--- src/psx_host_pkg.sv ---
// types assume a 27-bit byte address space and backup sectors of exactly 256 words
`default_nettype none

package psx_host_pkg;

	// ==================================================
	// memory map and framebuffer constants
	// ==================================================
	typedef logic [26:0] ram_addr_t;

	// image load addresses inside main memory
	localparam ram_addr_t bios_start = 27'd2097152;
	localparam ram_addr_t exe_start  = 27'd4194304;

	localparam logic [31:0] fb_base_addr = 32'h3000_0000;
	localparam logic [13:0] fb_stride    = 14'd2048;
	// 24bpp rgb
	localparam logic [4:0]  fb_fmt_24    = 5'b00101;
	// 16bpp 1555
	localparam logic [4:0]  fb_fmt_16    = 5'b01100;
	localparam logic [11:0] vram_view_w  = 12'd1024;
	localparam logic [11:0] vram_view_h  = 12'd512;

	// words per backup sector
	localparam int unsigned sector_words = 256;

	// ==================================================
	// bundles
	// ==================================================
	// host download bus, 16-bit halfwords
	typedef struct packed {
		logic        download;
		logic [7:0]  index;
		ram_addr_t   addr;
		logic [15:0] dout;
		logic        wr;
	} ioctl_bus_t;

	// one 32-bit write into main memory
	typedef struct packed {
		ram_addr_t   addr;
		logic [31:0] data;
		logic [3:0]  be;
	} ram_wr_req_t;

	// backup access, addr is {sector, word}
	typedef struct packed {
		logic [15:0] addr;
		logic [15:0] wdata;
		logic        rnw;
	} bk_req_t;

	typedef struct packed {
		logic       fb_enable;
		logic       color24;
		logic       vram_view;
		logic       is_pal;
		logic [1:0] aspect_sel;
		logic [1:0] scale;
	} host_opts_t;

	typedef struct packed {
		logic [11:0] width;
		logic [11:0] height;
		logic [9:0]  offset_x;
		logic [8:0]  offset_y;
	} disp_geom_t;

	typedef struct packed {
		logic        enable;
		logic [4:0]  format;
		logic [11:0] width;
		logic [11:0] height;
		logic [31:0] base;
		logic [13:0] stride;
		logic [11:0] arx;
		logic [11:0] ary;
	} fb_cfg_t;

endpackage

`default_nettype wire

--- src/video_config.sv ---
// is_pal and scale are not decoded here and offsets assume a 2048-byte VRAM line
`timescale 1ns/1ps
`default_nettype none

module video_config (
	input  logic                     clk_1x,
	input  logic                     rst_n,
	input  psx_host_pkg::host_opts_t opts,
	input  psx_host_pkg::disp_geom_t geom,
	output psx_host_pkg::fb_cfg_t    fb_cfg
);

	psx_host_pkg::fb_cfg_t cfg_next;
	logic [31:0]           view_offset;

	// ==================================================
	// decode
	// ==================================================
	// two bytes per pixel, 2048 bytes per line
	assign view_offset = (32'(geom.offset_x) << 1) + (32'(geom.offset_y) << 11);

	always_comb begin
		cfg_next.enable = opts.fb_enable;
		cfg_next.format = opts.color24 ? psx_host_pkg::fb_fmt_24 : psx_host_pkg::fb_fmt_16;
		cfg_next.stride = psx_host_pkg::fb_stride;

		// whole vram or the displayed window
		if (opts.vram_view) begin
			cfg_next.base   = psx_host_pkg::fb_base_addr;
			cfg_next.width  = psx_host_pkg::vram_view_w;
			cfg_next.height = psx_host_pkg::vram_view_h;
		end else begin
			cfg_next.base   = psx_host_pkg::fb_base_addr + view_offset;
			cfg_next.width  = geom.width;
			cfg_next.height = geom.height;
		end

		// original aspect
		if (opts.aspect_sel == 2'd0) begin
			cfg_next.arx = opts.vram_view ? 12'd2 : 12'd4;
			cfg_next.ary = opts.vram_view ? 12'd1 : 12'd3;
		end else begin
			// full screen or custom ratio slots
			cfg_next.arx = 12'(opts.aspect_sel) - 12'd1;
			cfg_next.ary = 12'd0;
		end
	end

	// output register
	always_ff @(posedge clk_1x) begin
		if (!rst_n)
			fb_cfg <= '0;
		else
			fb_cfg <= cfg_next;
	end

endmodule

`default_nettype wire

--- config.mk ---
export PLATFORM = sky130hd
export DESIGN_NAME = video_config
export DESIGN_NICKNAME = d
export VERILOG_FILES = /design/src/psx_host_pkg.sv /design/src/video_config.sv
export SDC_FILE = /design/constraint.sdc
export NUM_CORES = 1
export LEC_CHECK = 0
export BUFFER_PORTS_ARGS = -buffer_cell sky130_fd_sc_hd__buf_2
export CAP_MARGIN = 20
export CORE_UTILIZATION = 35
export CTS_CLUSTER_DIAMETER = 50
export CTS_CLUSTER_SIZE = 16
export DETAILED_ROUTE_END_ITERATION = 10
export PLACE_DENSITY = 0.86
export SLEW_MARGIN = 20
export SYNTH_ARGS = -nofsm -noshare
export SYNTH_HDL_FRONTEND = slang
export SYNTH_SLANG_ARGS = --single-unit
--- constraint.sdc ---
create_clock -name clk_1x -period 0.8 [get_ports clk_1x]
set_input_delay 0.08 -clock clk_1x [delete_from_list [all_inputs] [get_ports clk_1x]]
set_output_delay 0.08 -clock clk_1x [all_outputs]
set_load 0.05 [all_outputs]
==> results.json <==
{
  "status": "finished, violations left",
  "violations": "setup timing",
  "criticalPathCategory": "reg -> out",
  "ys_seq_area_frac": 0.567,
  "cap_violations": 0,
  "clk_pin_slew_ns": 0.10,
  "fin_cells": 388,
  "fin_nets": 369,
  "crit_required_ns": 0.72,
  "seq_power_share": 0.463,
  "vias_per_cell": 3.96,
  "syn_avg_cell_area_um2": 11.9,
  "antenna_found_initial": 1,
  "post-place-ws_ns": -0.0564,
  "comb_power_share": 0.285,
  "clockBufferDepth": 2,
  "place_inst": 333,
  "wl_per_cell_um": 15.0,
  "first_pass_iters": 4,
  "initial_core_util": 0.369,
  "num_vias": 1536,
  "postLayoutCoreUtil": 0.687,
  "largest_reg_flops": 54,
  "place.port_buffers": 113,
  "h-tree-depth": 2,
  "clock.fmax_mhz": 1000,
  "rsz0062_at_grt": "true",
  "peakVddDrop_uv": 802,
  "clockRootBuffer": "clkbuf_8",
  "swShare": 0.338,
  "layout_setup_ws_ns": -0.196,
  "setup_violations": 64,
  "cp_top_family": "flip-flops",
  "power_density_mw_per_mm2": 1770,
  "crit_slowest_cell": "dfxtp_4",
  "ys_seq_elements": 54,
  "globalplace.congestion": 0.654,
  "slew_violations": 0,
  "final_cell_area_mm2": 0.00355,
  "worstSetupEndpoint": "fb_cfg[17]",
  "coreArea_mm2": 0.00517,
  "ant_nets": 0,
  "grt_pass1_wl_um": 7600,
  "cts_buffers": 5,
  "max_stage_delay_ns": 0.40,
  "post_cts_buffers": 0,
  "grt_pass1_vias": 1555,
  "std_cell_rows": 26,
  "p_clk_frac": 0.253,
  "place_area_mm2": 0.00236,
  "ys_warn_count": 0,
  "die-area_mm2": 0.00575,
  "cp-end-kind": "output pin",
  "hold_path.class": "in -> reg",
  "top_register": "fb_cfg",
  "worst-path-stages": 1,
  "reg_top3": "fb_cfg: 54 flops",
  "die_h_um": 75.8,
  "worstPathCellList": "buf_4",
  "p_int_mw": 4.16,
  "cts_tree": "done",
  "grt.total_usage": 0.186,
  "arrival_ns": 0.92,
  "p_leak_nw": 1.70,
  "crit_buf_inv": 1,
  "hold_ws_ns": 0.0632,
  "drc": 0,
  "dp_hpwl_um": 2650,
  "io_pins": 153,
  "grt-ovfl-total": 0,
  "hold_viol_final": 0,
  "cp_max_fo": 9,
  "clock_sinks": 54,
  "drt_iter0_drc": 37,
  "period_share": 1.25,
  "p_switching_mw": 2.12,
  "worstSetupStartpoint": "fb_cfg[22]",
  "syn_area_mm2": 0.00191,
  "grt_max_degree": 24,
  "crit_path_start_kind": "register",
  "drive_above_1_share": 0.662,
  "synthCells": 160,
  "die_w_um": 75.8,
  "post-route-min-period_ns": 0.996,
  "synth_cell_types": 14,
  "area_growth_pct": 86.3,
  "routed_wirelength_um": 5820
}
-- per-stage QoR --
step                      setup TNS [ns]  total power [mW]
final                              -5.81              6.29
after global routing               -8.25              6.58
after CTS                          -6.19              6.23
after detailed placement           -1.26              4.22
after global placement             -1.00              4.20
after floorplan                        0              4.11
-- placed cells by master (no fill, tap or decap) --
master and count:
dfxtp_2 52, buf_8 49, buf_2 48, dlygate4sd3_1 46
conb_1 37, and2_4 29, and2_1 14, buf_4 12
buf_6 6, clkbuf_8 5, nor3b_1 3, o21a_1 2
clkinv_4 2, dfxtp_4 2, buf_12 2, diode_2 1
and2b_4 1, nand2_1 1, nand3_1 1, o31ai_2 1
and3b_1 1, nor2b_1 1, inv_8 1, dlymetal6s4s_1 1
-- how the worst min path moves through the flow --
stage / startpoint / end / slack [ns] / depth (start not counted)
6_report: rst_n / fb_cfg[35] / 0.06 / 2
4_1_cts: geom[38] / fb_cfg[89] / 0.008 / 2
2_1_floorplan: rst_n / fb_cfg[66] / 0.11 / 0
3_3_place_gp: opts[6] / fb_cfg[97] / 0.25 / 2
3_5_place_dp: opts[6] / fb_cfg[97] / 0.26 / 2
5_1_grt: rst_n / fb_cfg[35] / 0.05 / 2
-- kinds of logic (layout without fill, tap and decap cells) --
group | after synthesis | count (layout) | share of synthesized area
AND/OR/NAND/NOR | 51 | 51 | 0.209
AO/OA/AOI/OAI | 3 | 3 | 0.0118
flip-flops | 54 | 54 | 0.567
other | 1 | 38 | 0.00197
buffers and inverters | 51 | 172 | 0.211
-- what timing repair did --
action	in CTS	in global routing
hold buffers	46	1
setup endpoints to repair	64	66
gates resized for setup	196	26
hold endpoints to repair	48	1
-- power by group through the flow --
| stage | clock network, mW | registers [mW] | logic [mW] |
|---|---|---|---|
| after floorplan | 0 | 3.30 | 0.804 |
| after global placement | 0 | 2.89 | 1.32 |
| after detailed placement | 0 | 2.89 | 1.33 |
| after CTS | 1.64 | 2.89 | 1.70 |
| after global routing | 1.80 | 2.92 | 1.86 |
| final | 1.59 | 2.91 | 1.79 |
-- layout make-up --
| type | instances | area, um2 |
|---|---|---|
| Antenna cell | 1 | 2.50 |
| Timing Repair Buffer | 164 | 1650 |
| Multi-Input combinational cell | 91 | 564 |
| Sequential cell | 54 | 1150 |
| Clock inverter | 3 | 28.8 |
| Fill cell | 333 | 1620 |
| Clock buffer | 5 | 68.8 |
| Tap cell | 70 | 87.6 |
-- synthesized netlist by cell type --
cell,n,area (um2)
and3b_1,1,8.76
dfxtp_1,54,1080
conb_1,1,3.75
and2b_4,1,10.0
buf_6,5,56.3
nor3b_1,3,22.5
nand2_1,1,3.75
o31ai_1,1,7.51
buf_4,46,345
nor2b_1,1,6.26
and2_4,29,254
o21a_1,2,15.0
nand3_1,1,5.00
and2_1,14,87.6
-- per-layer routing --
metal	share of wire	up-vias	routed length (um)	GRT usage
met3	0.075	14	434	0.0370
met4	0.031	0	180	0.109
met5	0	-	0	0
li1	-	713	-	-
met2	0.57	94	3330	0.382
met1	0.32	715	1870	0.164
Note: power is estimated with default switching activity, not from simulation.
