### src/psx_host_pkg.sv
// types assume a 27-bit byte address space and backup sectors of exactly 256 words
`default_nettype none

package psx_host_pkg;

	// ==================================================
	// memory map and framebuffer constants
	// ==================================================
	typedef logic [26:0] ram_addr_t;

	// image load addresses inside main memory
	localparam ram_addr_t bios_start = 27'd2097152;
	localparam ram_addr_t exe_start  = 27'd4194304;

	localparam logic [31:0] fb_base_addr = 32'h3000_0000;
	localparam logic [13:0] fb_stride    = 14'd2048;
	// 24bpp rgb
	localparam logic [4:0]  fb_fmt_24    = 5'b00101;
	// 16bpp 1555
	localparam logic [4:0]  fb_fmt_16    = 5'b01100;
	localparam logic [11:0] vram_view_w  = 12'd1024;
	localparam logic [11:0] vram_view_h  = 12'd512;

	// words per backup sector
	localparam int unsigned sector_words = 256;

	// ==================================================
	// bundles
	// ==================================================
	// host download bus, 16-bit halfwords
	typedef struct packed {
		logic        download;
		logic [7:0]  index;
		ram_addr_t   addr;
		logic [15:0] dout;
		logic        wr;
	} ioctl_bus_t;

	// one 32-bit write into main memory
	typedef struct packed {
		ram_addr_t   addr;
		logic [31:0] data;
		logic [3:0]  be;
	} ram_wr_req_t;

	// backup access, addr is {sector, word}
	typedef struct packed {
		logic [15:0] addr;
		logic [15:0] wdata;
		logic        rnw;
	} bk_req_t;

	typedef struct packed {
		logic       fb_enable;
		logic       color24;
		logic       vram_view;
		logic       is_pal;
		logic [1:0] aspect_sel;
		logic [1:0] scale;
	} host_opts_t;

	typedef struct packed {
		logic [11:0] width;
		logic [11:0] height;
		logic [9:0]  offset_x;
		logic [8:0]  offset_y;
	} disp_geom_t;

	typedef struct packed {
		logic        enable;
		logic [4:0]  format;
		logic [11:0] width;
		logic [11:0] height;
		logic [31:0] base;
		logic [13:0] stride;
		logic [11:0] arx;
		logic [11:0] ary;
	} fb_cfg_t;

endpackage

`default_nettype wire

### src/backup_copier.sv
// bk_start must stay high for the whole sector and bk_load must not change while it is high
`timescale 1ns/1ps
`default_nettype none

module backup_copier (
	input  logic                  clk_1x,
	input  logic                  rst_n,
	input  logic                  bk_start,
	input  logic                  bk_load,
	input  logic [7:0]            bk_sector,
	output logic                  bk_done,
	output logic                  bk_req,
	output psx_host_pkg::bk_req_t bk_req_out,
	input  logic                  bk_ack,
	output logic [7:0]            buf_addr,
	output logic                  buf_wr,
	input  logic [15:0]           buf_rdata
);

	// issue a strobe, then wait for the ack
	typedef enum logic {st_issue, st_wait} state_t;

	state_t     state;
	logic [7:0] word_cnt;

	// ==================================================
	// sequencer
	// ==================================================
	always_ff @(posedge clk_1x) begin
		if (!rst_n || !bk_start) begin
			state    <= st_issue;
			word_cnt <= 8'd0;
			bk_done  <= 1'b0;
			bk_req   <= 1'b0;
		end else begin
			bk_req <= 1'b0;
			if (!bk_done) begin
				case (state)
					st_issue: begin
						bk_req <= 1'b1;
						state  <= st_wait;
					end
					st_wait: begin
						if (bk_ack) begin
							state <= st_issue;
							if (word_cnt == 8'(psx_host_pkg::sector_words - 1))
								bk_done <= 1'b1;
							else
								word_cnt <= word_cnt + 8'd1;
						end
					end
				endcase
			end
		end
	end

	// buffer read data lands one cycle after the counter moves
	assign buf_addr = word_cnt;
	// load direction writes the reply in the ack cycle
	assign buf_wr   = bk_load && bk_ack && (state == st_wait);

	assign bk_req_out.addr  = {bk_sector, word_cnt};
	assign bk_req_out.wdata = buf_rdata;
	assign bk_req_out.rnw   = bk_load;

endmodule

`default_nettype wire

### config.mk
export PLATFORM = sky130hd
export DESIGN_NAME = backup_copier
export DESIGN_NICKNAME = d
export VERILOG_FILES = /design/src/psx_host_pkg.sv /design/src/backup_copier.sv
export SDC_FILE = /design/constraint.sdc
export NUM_CORES = 1
export LEC_CHECK = 0
export BUFFER_PORTS_ARGS = -buffer_cell sky130_fd_sc_hd__buf_2
export CORE_MARGIN = 10
export CORE_UTILIZATION = 38
export CTS_CLUSTER_DIAMETER = 40
export DETAILED_ROUTE_END_ITERATION = 8
export PLACE_DENSITY = 0.84
export SYNTH_ARGS = -nofsm -noshare
export SYNTH_HDL_FRONTEND = slang
export SYNTH_SLANG_ARGS = --single-unit
### constraint.sdc
create_clock -name clk_1x -period 3 [get_ports clk_1x]
set_input_delay 0.6 -clock clk_1x [delete_from_list [all_inputs] [get_ports clk_1x]]
set_output_delay 0.6 -clock clk_1x [all_outputs]
set_load 0.02 [all_outputs]
==> out/metrics.csv <==
metric;value;unit
data arrival time of the critical path;1.05;ns
post-synthesis sequential area ratio;29.2;%
LEAKAGE;0.000337;µW
met1 track demand over resource in global routing;6.43;%
CP top delay family;buffers and inverters;
syn_nets;116;
WL final;1590;µm
fill cell instance count of the final layout;211;
slack of the worst reg-to-reg path;1.44;ns
count of final max-slew check failures;0;
Std-Cell Rows;16;
internal power;205;µW
count of H-tree levels built during CTS;1;
library cell with the largest summed area after synthesis;sky130_fd_sc_hd__buf_4;
Wirelength per Cell;15.0;µm
Cell Count Post-Placement;102;
class of the tightest hold or removal check;register to register;
power share of the sequential group;55.9;%
max-cap violations;0;
P per Cell Area;395;nW/µm²
number of optimization iterations in the first detailed-route pass;2;
CP peak stage delay;0.19;ns
Layout area overhead;-10.4;%
total via count after detailed routing;513;
GPL Wtd Cong;0.754;
antenna violations before repair;0;
Final TNS setup;0;ns
portion of synthesized cell area occupied by the leading cell type;32.8;%
half-perimeter wire length after placement;1280;µm
reg2reg end;buf_addr[1]$_SDFFE_PP0P_;
total grt overflow;0;
net switching component of the power;62.0;µW
clock slew seen by the registers of the worst setup and hold paths;0.07;ns
area of the mapped netlist;754;µm²
unrepaired setup endpoints after global routing;false;
most frequent standard cell in the layout excluding fill and tap cells;sky130_fd_sc_hd__buf_2;
Rel. slew slack;74.6;%
setup fix buffers added after clock tree synthesis;0;
count of state elements after synthesis;11;
Clk pwr share;38.3;%
met3 usage in global routing;6.70;%
Root Buffer Master;sky130_fd_sc_hd__clkbuf_4;
Period minus WS final;1.65;ns
number of cells in the finished layout apart from fillers;106;
Horiz. Die Dim;64.6;µm
startpoint of the worst hold path;bk_done$_SDFF_PP0_;
proportion of total power due to net switching;23.2;%
result of the run;completed;
Core Area;1920;µm²
DRC viols;0;
cell type with the highest occurrence count on the critical path;sky130_fd_sc_hd__buf_2;
launch point of the worst reg-to-reg path;buf_addr[0]$_SDFFE_PP0P_;
total number of yosys warnings;0;
total clock buffers created by CTS;3;
post-cts hold buffer count;0;
Worst EP required;2.40;ns
die area;4170;µm²
ANT cells;0;
per-cell via count in the routed design;4.84;
crit path max-delay cell type;sky130_fd_sc_hd__and3_2;
critical path startpoint category;input port;
cell depth of the worst hold path;1;
final hold violation count;0;
highest ir drop seen on vdd;0.163;mV
worst reg2reg path depth;5;
ranking of synthesized cells by area;sky130_fd_sc_hd__buf_4 33%, sky130_fd_sc_hd__dfxtp_1 29%, sky130_fd_sc_hd__xor2_1 5.8%, sky130_fd_sc_hd__nor2_1 4.0%, sky130_fd_sc_hd__nand4_4 2.8%;
first-pass GRT wire length;2600;µm
cells resized by post-CTS repair;0;
number of primary I/O pins;73;
M2 GR Usage;11.6;%
Clock Path Buffers;2;
Crit. End Element;output port;
routing layer with the top usage in global route;met2;
sum of buffers and inverters on the critical path;2;
overall global routing resource usage;7.45;%
TritonCTS clock tree;done;
largest fanout on the critical path;3;
part of the power in combinational logic;5.8;%
residual antenna-violating net count after detailed routing;0;
via count of the first global-routing pass;537;
clk sinks;11;
crit path cell chain;buf_2 > and3_2 > buf_2;
Port-buffer cells;24;
max frequency;0.605;GHz
vertical die dimension;64.6;µm
Total Nets Final;110;
post-synthesis cell type count;24;
Worst Max-Slew Pin Slew;0.377;ns
average size of a mapped cell;8.77;µm²
Skew-Pair Late Insertion Delay;0.27;ns
critical setup path kind;input port to output port;
post-synthesis instance total;86;
number of setup violations in the final report;0;
Setup Skew;0.000471;ns
share of cells above drive strength 1;40.5;%
largest net degree at the start of global routing;12;
Hold Crit Endpoint;bk_req$_SDFF_PP0_;
number of DRC markers in iteration 0;36;
effective utilization at floorplan;39.3;%
final clock period utilization by the worst path;55.1;%
most used cells in the layout excluding fill and tap cells;24 x sky130_fd_sc_hd__buf_2, 11 x sky130_fd_sc_hd__dfxtp_1, 8 x sky130_fd_sc_hd__nor2_1, 5 x sky130_fd_sc_hd__xor2_1;
-- cells in the mapped netlist --
library cell,count
sky130_fd_sc_hd__and3_1,1
sky130_fd_sc_hd__o21ai_0,3
sky130_fd_sc_hd__xor2_1,5
sky130_fd_sc_hd__mux2i_1,1
sky130_fd_sc_hd__clkbuf_1,1
sky130_fd_sc_hd__clkbuf_4,1
sky130_fd_sc_hd__nand4b_1,1
sky130_fd_sc_hd__nand2_1,3
sky130_fd_sc_hd__ha_1,1
sky130_fd_sc_hd__nand4_4,1
sky130_fd_sc_hd__and3_2,2
sky130_fd_sc_hd__buf_4,33
sky130_fd_sc_hd__and3b_1,1
sky130_fd_sc_hd__or3_1,2
sky130_fd_sc_hd__nand3_1,2
sky130_fd_sc_hd__and2b_2,1
sky130_fd_sc_hd__a21oi_1,2
sky130_fd_sc_hd__dfxtp_1,11
sky130_fd_sc_hd__nor3_1,2
sky130_fd_sc_hd__nor2_1,8
sky130_fd_sc_hd__o211ai_1,1
sky130_fd_sc_hd__a31oi_1,1
sky130_fd_sc_hd__nand4_1,1
sky130_fd_sc_hd__o211ai_4,1
-- registers in the layout, summed over array words and instances (netlist names) --
| name | count |
|---|---|
| bk_done | 1 |
| bk_req | 1 |
| buf_addr | 8 |
| state | 1 |
-- cell type report --
type	count	area (µm²)	area share [%]
flip-flops and latches	11	220	32.6
well taps	27	33.8	5.00
clock buffers	4	26.3	3.89
multi-input cells	40	275	40.7
repair buffers	24	120	17.8
-- through the flow --
step           util (%)  setup WS (ns)  power, µW  cell area (µm²)  hold slack [ns]
6_report           35.2           1.35        267              676            0.490
2_1_floorplan         -           1.43        210              754            0.448
4_1_cts            35.2           1.34        269              676            0.488
3_3_place_gp       33.8           1.35        167              649            0.470
5_1_grt            35.2           1.31        276              676            0.522
3_5_place_dp       33.8           1.29        168              649            0.479
-- cell families (layout without fill, tap and decap cells) --
kind of cell,count (synthesis),count (layout),share of synthesized area [%]
AOI/OAI and AO/OA,8,8,7.96
xor gates and xnor gates,5,5,5.80
adders and majority gates,1,1,1.66
buffers and inverters,35,28,34.3
DFF,11,11,29.2
muxes,1,1,1.33
and+or+nand+nor,25,25,19.7
-- power groups by stage --
stage / clock network [µW] / registers [µW] / logic [µW]
2_1_floorplan: 0 / 154 / 56.5
3_3_place_gp: 0 / 152 / 15.0
3_5_place_dp: 0 / 152 / 15.7
4_1_cts: 104 / 149 / 15.8
5_1_grt: 109 / 149 / 16.8
6_report: 102 / 149 / 15.6
-- worst max path at each step --
stage / startpoint / end / slack, ns / depth (start not counted)
2_1_floorplan: buf_addr[0]$_SDFFE_PP0P_ / buf_addr[1]$_SDFFE_PP0P_ / 1.43 / 5
3_3_place_gp: bk_ack / buf_addr[7]$_SDFFE_PP0P_ / 1.35 / 5
3_5_place_dp: bk_ack / buf_addr[7]$_SDFFE_PP0P_ / 1.29 / 5
4_1_cts: bk_ack / buf_wr / 1.34 / 3
5_1_grt: buf_addr[0]$_SDFFE_PP0P_ / buf_addr[1]$_SDFFE_PP0P_ / 1.31 / 5
6_report: bk_ack / buf_wr / 1.35 / 3
-- worst reg2reg max path, delay by kind of cell (launching register included) --
kind            cells  cell delay, ns
flops               1            0.40
mux                 1            0.23
fa+ha+maj           1            0.21
compound gates      1            0.38
simple gates        2            0.23
-- routing by layer --
layer  routed length [µm]  part of all wire (%)
met1                  506                    32
met2                  761                    48
met3                  296                    19
met4                   22                   1.4
met5                    0                     0
No activity file was read; power rests on OpenSTA's default activity.
