File: src/psx_host_pkg.sv
// types assume a 27-bit byte address space and backup sectors of exactly 256 words
`default_nettype none

package psx_host_pkg;

	// ==================================================
	// memory map and framebuffer constants
	// ==================================================
	typedef logic [26:0] ram_addr_t;

	// image load addresses inside main memory
	localparam ram_addr_t bios_start = 27'd2097152;
	localparam ram_addr_t exe_start  = 27'd4194304;

	localparam logic [31:0] fb_base_addr = 32'h3000_0000;
	localparam logic [13:0] fb_stride    = 14'd2048;
	// 24bpp rgb
	localparam logic [4:0]  fb_fmt_24    = 5'b00101;
	// 16bpp 1555
	localparam logic [4:0]  fb_fmt_16    = 5'b01100;
	localparam logic [11:0] vram_view_w  = 12'd1024;
	localparam logic [11:0] vram_view_h  = 12'd512;

	// words per backup sector
	localparam int unsigned sector_words = 256;

	// ==================================================
	// bundles
	// ==================================================
	// host download bus, 16-bit halfwords
	typedef struct packed {
		logic        download;
		logic [7:0]  index;
		ram_addr_t   addr;
		logic [15:0] dout;
		logic        wr;
	} ioctl_bus_t;

	// one 32-bit write into main memory
	typedef struct packed {
		ram_addr_t   addr;
		logic [31:0] data;
		logic [3:0]  be;
	} ram_wr_req_t;

	// backup access, addr is {sector, word}
	typedef struct packed {
		logic [15:0] addr;
		logic [15:0] wdata;
		logic        rnw;
	} bk_req_t;

	typedef struct packed {
		logic       fb_enable;
		logic       color24;
		logic       vram_view;
		logic       is_pal;
		logic [1:0] aspect_sel;
		logic [1:0] scale;
	} host_opts_t;

	typedef struct packed {
		logic [11:0] width;
		logic [11:0] height;
		logic [9:0]  offset_x;
		logic [8:0]  offset_y;
	} disp_geom_t;

	typedef struct packed {
		logic        enable;
		logic [4:0]  format;
		logic [11:0] width;
		logic [11:0] height;
		logic [31:0] base;
		logic [13:0] stride;
		logic [11:0] arx;
		logic [11:0] ary;
	} fb_cfg_t;

endpackage

`default_nettype wire

File: src/ram_write_port.sv
// the sender must hold wr low while ioctl_wait is high and keep download up until the last ack
`timescale 1ns/1ps
`default_nettype none

module ram_write_port (
	input  logic                      clk_1x,
	input  logic                      rst_n,
	input  psx_host_pkg::ioctl_bus_t  ioctl,
	output logic                      ioctl_wait,
	input  logic                      core_wr,
	input  psx_host_pkg::ram_wr_req_t core_wr_req,
	output logic                      mem_wr,
	output psx_host_pkg::ram_wr_req_t mem_wr_req,
	input  logic                      mem_wr_ack,
	output logic                      load_exe
);

	logic                    bios_dl;
	logic                    exe_dl;
	logic                    exe_dl_q;
	logic                    dl_active;
	logic                    dl_wr;
	psx_host_pkg::ram_addr_t dl_addr;
	logic [31:0]             dl_data;
	psx_host_pkg::ram_addr_t load_base;

	// ==================================================
	// download kind
	// ==================================================
	// index 0 bios, 1..254 exe, 255 ignored
	always_ff @(posedge clk_1x) begin
		if (!rst_n) begin
			bios_dl  <= 1'b0;
			exe_dl   <= 1'b0;
			exe_dl_q <= 1'b0;
			load_exe <= 1'b0;
		end else begin
			bios_dl  <= ioctl.download && (ioctl.index == 8'd0);
			exe_dl   <= ioctl.download && (ioctl.index != 8'd0) && (ioctl.index != 8'hff);
			exe_dl_q <= exe_dl;
			// falling edge of the exe flag, two cycles after download drops
			load_exe <= exe_dl_q && !exe_dl;
		end
	end

	assign dl_active = bios_dl | exe_dl;
	assign load_base = bios_dl ? psx_host_pkg::bios_start : psx_host_pkg::exe_start;

	// ==================================================
	// halfword packing
	// ==================================================
	always_ff @(posedge clk_1x) begin
		if (dl_active && ioctl.wr) begin
			if (!ioctl.addr[1]) begin
				// low half carries the word address
				dl_addr       <= ioctl.addr + load_base;
				dl_data[15:0] <= ioctl.dout;
			end else begin
				dl_data[31:16] <= ioctl.dout;
			end
		end
	end

	// write strobe and bus stall
	always_ff @(posedge clk_1x) begin
		if (!rst_n) begin
			dl_wr      <= 1'b0;
			ioctl_wait <= 1'b0;
		end else begin
			dl_wr <= 1'b0;
			if (!dl_active) begin
				ioctl_wait <= 1'b0;
			end else begin
				if (ioctl.wr && ioctl.addr[1]) begin
					dl_wr      <= 1'b1;
					ioctl_wait <= 1'b1;
				end
				// release one cycle after the ack
				if (mem_wr_ack)
					ioctl_wait <= 1'b0;
			end
		end
	end

	// channel owner, downloader wins during a download
	always_comb begin
		if (dl_active) begin
			mem_wr          = dl_wr;
			mem_wr_req.addr = dl_addr;
			mem_wr_req.data = dl_data;
			mem_wr_req.be   = 4'b1111;
		end else begin
			mem_wr     = core_wr;
			mem_wr_req = core_wr_req;
		end
	end

endmodule

`default_nettype wire

File: config.mk
export PLATFORM = sky130hd
export DESIGN_NAME = ram_write_port
export DESIGN_NICKNAME = d
export VERILOG_FILES = /design/src/psx_host_pkg.sv /design/src/ram_write_port.sv
export SDC_FILE = /design/constraint.sdc
export NUM_CORES = 1
export LEC_CHECK = 0
export ABC_AREA = 1
export BUFFER_PORTS_ARGS = -buffer_cell sky130_fd_sc_hd__buf_2
export CAP_MARGIN = 25
export CORE_MARGIN = 3
export CORE_UTILIZATION = 43
export DETAILED_ROUTE_END_ITERATION = 10
export PLACE_DENSITY_LB_ADDON = 0.3
export SETUP_SLACK_MARGIN = 0.5
export SYNTH_ARGS = -nofsm -noshare
export SYNTH_HDL_FRONTEND = slang
export SYNTH_SLANG_ARGS = --single-unit
export TNS_END_PERCENT = 1
File: constraint.sdc
create_clock -name clk_1x -period 3.4 [get_ports clk_1x]
set_input_delay 0.68 -clock clk_1x [delete_from_list [all_inputs] [get_ports clk_1x]]
set_output_delay 0.68 -clock clk_1x [all_outputs]
set_load 0.03 [all_outputs]
==> impl_metrics.sql <==
INSERT INTO impl_metrics (metric_group, metric, value, unit) VALUES
('run', 'max_cap_violations', '0', ''),
('timing', 'maxClockFrequency', '377.1', 'MHz'),
('setup_path', 'timing.critical_path.to', 'mem_wr_req[0]', ''),
('finish', 'fin_nets', '631', ''),
('placement', 'gp_congestion', '0.9057', ''),
('drt', 'initialDrtViolationCount', '70', ''),
('global_route', 'grt_max_degree', '44', ''),
('clock_network', 'cts_max_path_buffers', '2', ''),
('floorplanning', 'fp-row-count', '29', ''),
('finish', 'layout_common_cells', 'sky130_fd_sc_hd__nand2_1, sky130_fd_sc_hd__buf_2, sky130_fd_sc_hd__edfxtp_1, sky130_fd_sc_hd__nor2_1', ''),
('synth', 'synth_nets', '442', ''),
('synth', 'syn_avg_cell_area', '9.213', 'µm²'),
('power_and_ir_drop', 'vdd_drop_max', '0.2228', 'mV'),
('power_and_ir_drop', 'p_leak', '2.153', 'nW'),
('synth', 'synthesis.area', '2939', 'µm²'),
('setup_path', 'critical_path.reg2reg.endpoint', 'dl_data[12]', ''),
('placement', 'placement.io_buffers', '185', ''),
('floorplanning', 'initial_utilization', '45.25', '%'),
('drt', 'vias', '2678', ''),
('clock_network', 'cts-buffers-inserted', '9', ''),
('setup_path', 'arr_time_crit_path', '1.97', 'ns'),
('drt', 'detailedRoute.firstPassIterationCount', '4', ''),
('finish', 'final_design_area_no_fill', '4158', 'µm²'),
('placement', 'placed_area', '3944', 'µm²'),
('clock_network', 'h-tree-depth', '3', ''),
('setup_path', 'regToRegStartpoint', 'bios_dl', ''),
('floorplanning', 'die_width', '88.68', 'µm'),
('power_and_ir_drop', 'netSwitchingPower', '515.3', 'µW'),
('timing', 'worst_slack', '0.7485', 'ns'),
('timing', 'finalCriticalPeriod', '2.652', 'ns'),
('clock_network', 'clock_tree_from_tritoncts', 'yes', ''),
('floorplanning', 'core_area', '6495', 'µm²'),
('clock_network', 'clkSlewWorstSetupHoldPaths', '0.07', 'ns'),
('timing', 'rsz0062_at_grt', 'false', ''),
('setup_path', 'start_kind', 'flop', ''),
('placement', 'dp_worst_setup_slack', '0.9716', 'ns'),
('power_and_ir_drop', 'share_of_total_power_in_the_clock_network', '35.4', '%'),
('synth', 'netlist.area_leader.share', '60.28', '%'),
('drt', 'drc_violations', '0', ''),
('timing', 'finalSetupViolCount', '0', ''),
('synth', 'yosysUniqueCellTypes', '20', ''),
('drt', 'number_of_routed_nets_with_antenna_violations', '0', ''),
('drt', 'post_drt_via_cell_ratio', '4.539', ''),
('finish', 'antenna-diode-count', '0', ''),
('synth', 'yosysTopAreaCell', 'sky130_fd_sc_hd__edfxtp_1', ''),
('setup_path', 'cp-startpoint', 'bios_dl', ''),
('power_and_ir_drop', 'share_seq_of_total_power', '46.1', '%'),
('timing', 'final-hold-violation-count', '0', ''),
('floorplanning', 'die_area', '7863', 'µm²'),
('setup_path', 'required_time_worst_endpoint', '2.72', 'ns'),
('power_and_ir_drop', 'p_sw_share', '26.60', '%'),
('global_route', 'grt_pass1_wl', '10600', 'µm'),
('clock_network', 'root_buffer_cell', 'sky130_fd_sc_hd__clkbuf_8', ''),
('timing', 'worst_clock_skew', '0.004971', 'ns'),
('timing', 'maxSlewHeadroom', '63.74', '%'),
('synth', 'ys_seq_area_share', '64.37', '%'),
('drt', 'routed_wire_length', '7345', 'µm'),
('global_route', 'global_route.overflow_total', '0', ''),
('synth', 'ys_seq_elements', '65', ''),
('timing', 'tightestPinTransition', '0.5438', 'ns'),
('global_route', 'antenna_found_initial', '0', ''),
('setup_path', 'worstRegToRegCells', '7', ''),
('setup_path', 'reg2reg_slack', '1.09', 'ns'),
('drt', 'routed_wire_length_per_instance', '12.45', 'µm'),
('status', 'status', 'complete, no violations', ''),
('global_route', 'first_global_vias', '2398', ''),
('timing', 'final_max_slew_viol_count', '0', ''),
('synth', 'synth_area_leaders', 'sky130_fd_sc_hd__edfxtp_1, sky130_fd_sc_hd__nand2_1, sky130_fd_sc_hd__dfxtp_1', ''),
('finish', 'area.growth.synth_to_final', '41.46', '%'),
('floorplanning', 'dieHeight', '88.68', 'µm'),
('clock_network', 'tritoncts_num_sinks', '65', '');
==> Yosys cell counts <==
cell type and count:
sky130_fd_sc_hd__nand2_1 202, sky130_fd_sc_hd__a21oi_1 1, sky130_fd_sc_hd__nor2_1 13, sky130_fd_sc_hd__fa_1 1, sky130_fd_sc_hd__ha_1 2, sky130_fd_sc_hd__edfxtp_1 59
sky130_fd_sc_hd__nand3_1 1, sky130_fd_sc_hd__nand4_1 1, sky130_fd_sc_hd__inv_2 1, sky130_fd_sc_hd__xor2_1 1, sky130_fd_sc_hd__nor2_4 1, sky130_fd_sc_hd__dfxtp_1 6
sky130_fd_sc_hd__buf_4 4, sky130_fd_sc_hd__inv_1 9, sky130_fd_sc_hd__buf_2 5, sky130_fd_sc_hd__or2_1 4, sky130_fd_sc_hd__nor3_1 2, sky130_fd_sc_hd__nand3b_1 1
sky130_fd_sc_hd__clkbuf_1 4, sky130_fd_sc_hd__xnor2_1 1
==> metal layers <==
metal	vias up	part of all wire [%]	global-route usage, %
met3	15	7.1	4.376
li1	1386	-	-
met4	0	2.3	9.066
met1	1178	38	18.89
met2	99	53	33.13
met5	-	0	0
==> power groups by stage <==
| stage | logic, mW | clock network (mW) | registers, mW |
|---|---|---|---|
| final | 0.359 | 0.685 | 0.893 |
| after global routing | 0.392 | 0.739 | 0.893 |
| after CTS | 0.362 | 0.702 | 0.893 |
| after detailed placement | 0.361 | 0 | 0.910 |
| after global placement | 0.353 | 0 | 0.910 |
| after floorplan | 0.215 | 0 | 0.911 |
==> registers in the layout, summed over array words and instances, names as in the netlist <==
name,flops
load_exe,1
dl_addr,27
dl_wr,1
exe_dl,1
exe_dl_q,1
bios_dl,1
dl_data,32
ioctl_wait,1
==> cell families after synthesis <==
family          share of synthesized area (%)
simple gates                            29.67
flops                                   64.37
buf+inv                                 3.661
fa+ha+maj                               1.532
xor+xnor                               0.5961
compound gates                         0.1701
==> critical path, stage by stage (launching register included) <==
cell and delay [ns]:
sky130_fd_sc_hd__dfxtp_1 0.37, sky130_fd_sc_hd__nor2_4 0.14, sky130_fd_sc_hd__buf_4 0.30, sky130_fd_sc_hd__inv_2 0.19
sky130_fd_sc_hd__buf_6 0.22, sky130_fd_sc_hd__or2_1 0.22, sky130_fd_sc_hd__buf_2 0.18
==> final cells by class <==
type | instances | area [µm²] | area share (%)
Sequential cell | 65 | 1892 | 45.50
Inverter | 10 | 37.54 | 0.9028
Clock buffer | 10 | 127.6 | 3.070
Tap cell | 77 | 96.34 | 2.317
Multi-Input combinational cell | 231 | 947.2 | 22.78
Clock inverter | 6 | 82.58 | 1.986
Timing Repair Buffer | 191 | 974.7 | 23.44
==> through the flow <==
stage | util (%) | instances | power [mW] | hold WS, ns
2_1_floorplan | - | 319 | 1.126 | 0.3952
3_3_place_gp | 60.72 | 574 | 1.263 | 0.4058
3_5_place_dp | 60.72 | 574 | 1.272 | 0.4181
4_1_cts | 63.96 | 590 | 1.957 | 0.4258
5_1_grt | 64.01 | 590 | 2.024 | 0.4618
6_report | 64.01 | 590 | 1.937 | 0.4293
==> worst min path at each step <==
stage | from | endpoint | slack [ns] | depth (start not counted)
after global placement | exe_dl_q | load_exe | 0.41 | 2
after detailed placement | exe_dl_q | load_exe | 0.42 | 2
after floorplan | exe_dl_q | load_exe | 0.40 | 2
after CTS | exe_dl_q | load_exe | 0.43 | 2
final | exe_dl_q | load_exe | 0.43 | 2
after global routing | exe_dl_q | load_exe | 0.46 | 2
==> what timing repair did <==
| action | in CTS | in global routing |
|---|---|---|
| hold buffers | 0 | 0 |
| setup endpoints to repair | 0 | 2 |
| gates resized for setup | 0 | 1 |
Note: power is estimated with default switching activity, not from simulation.
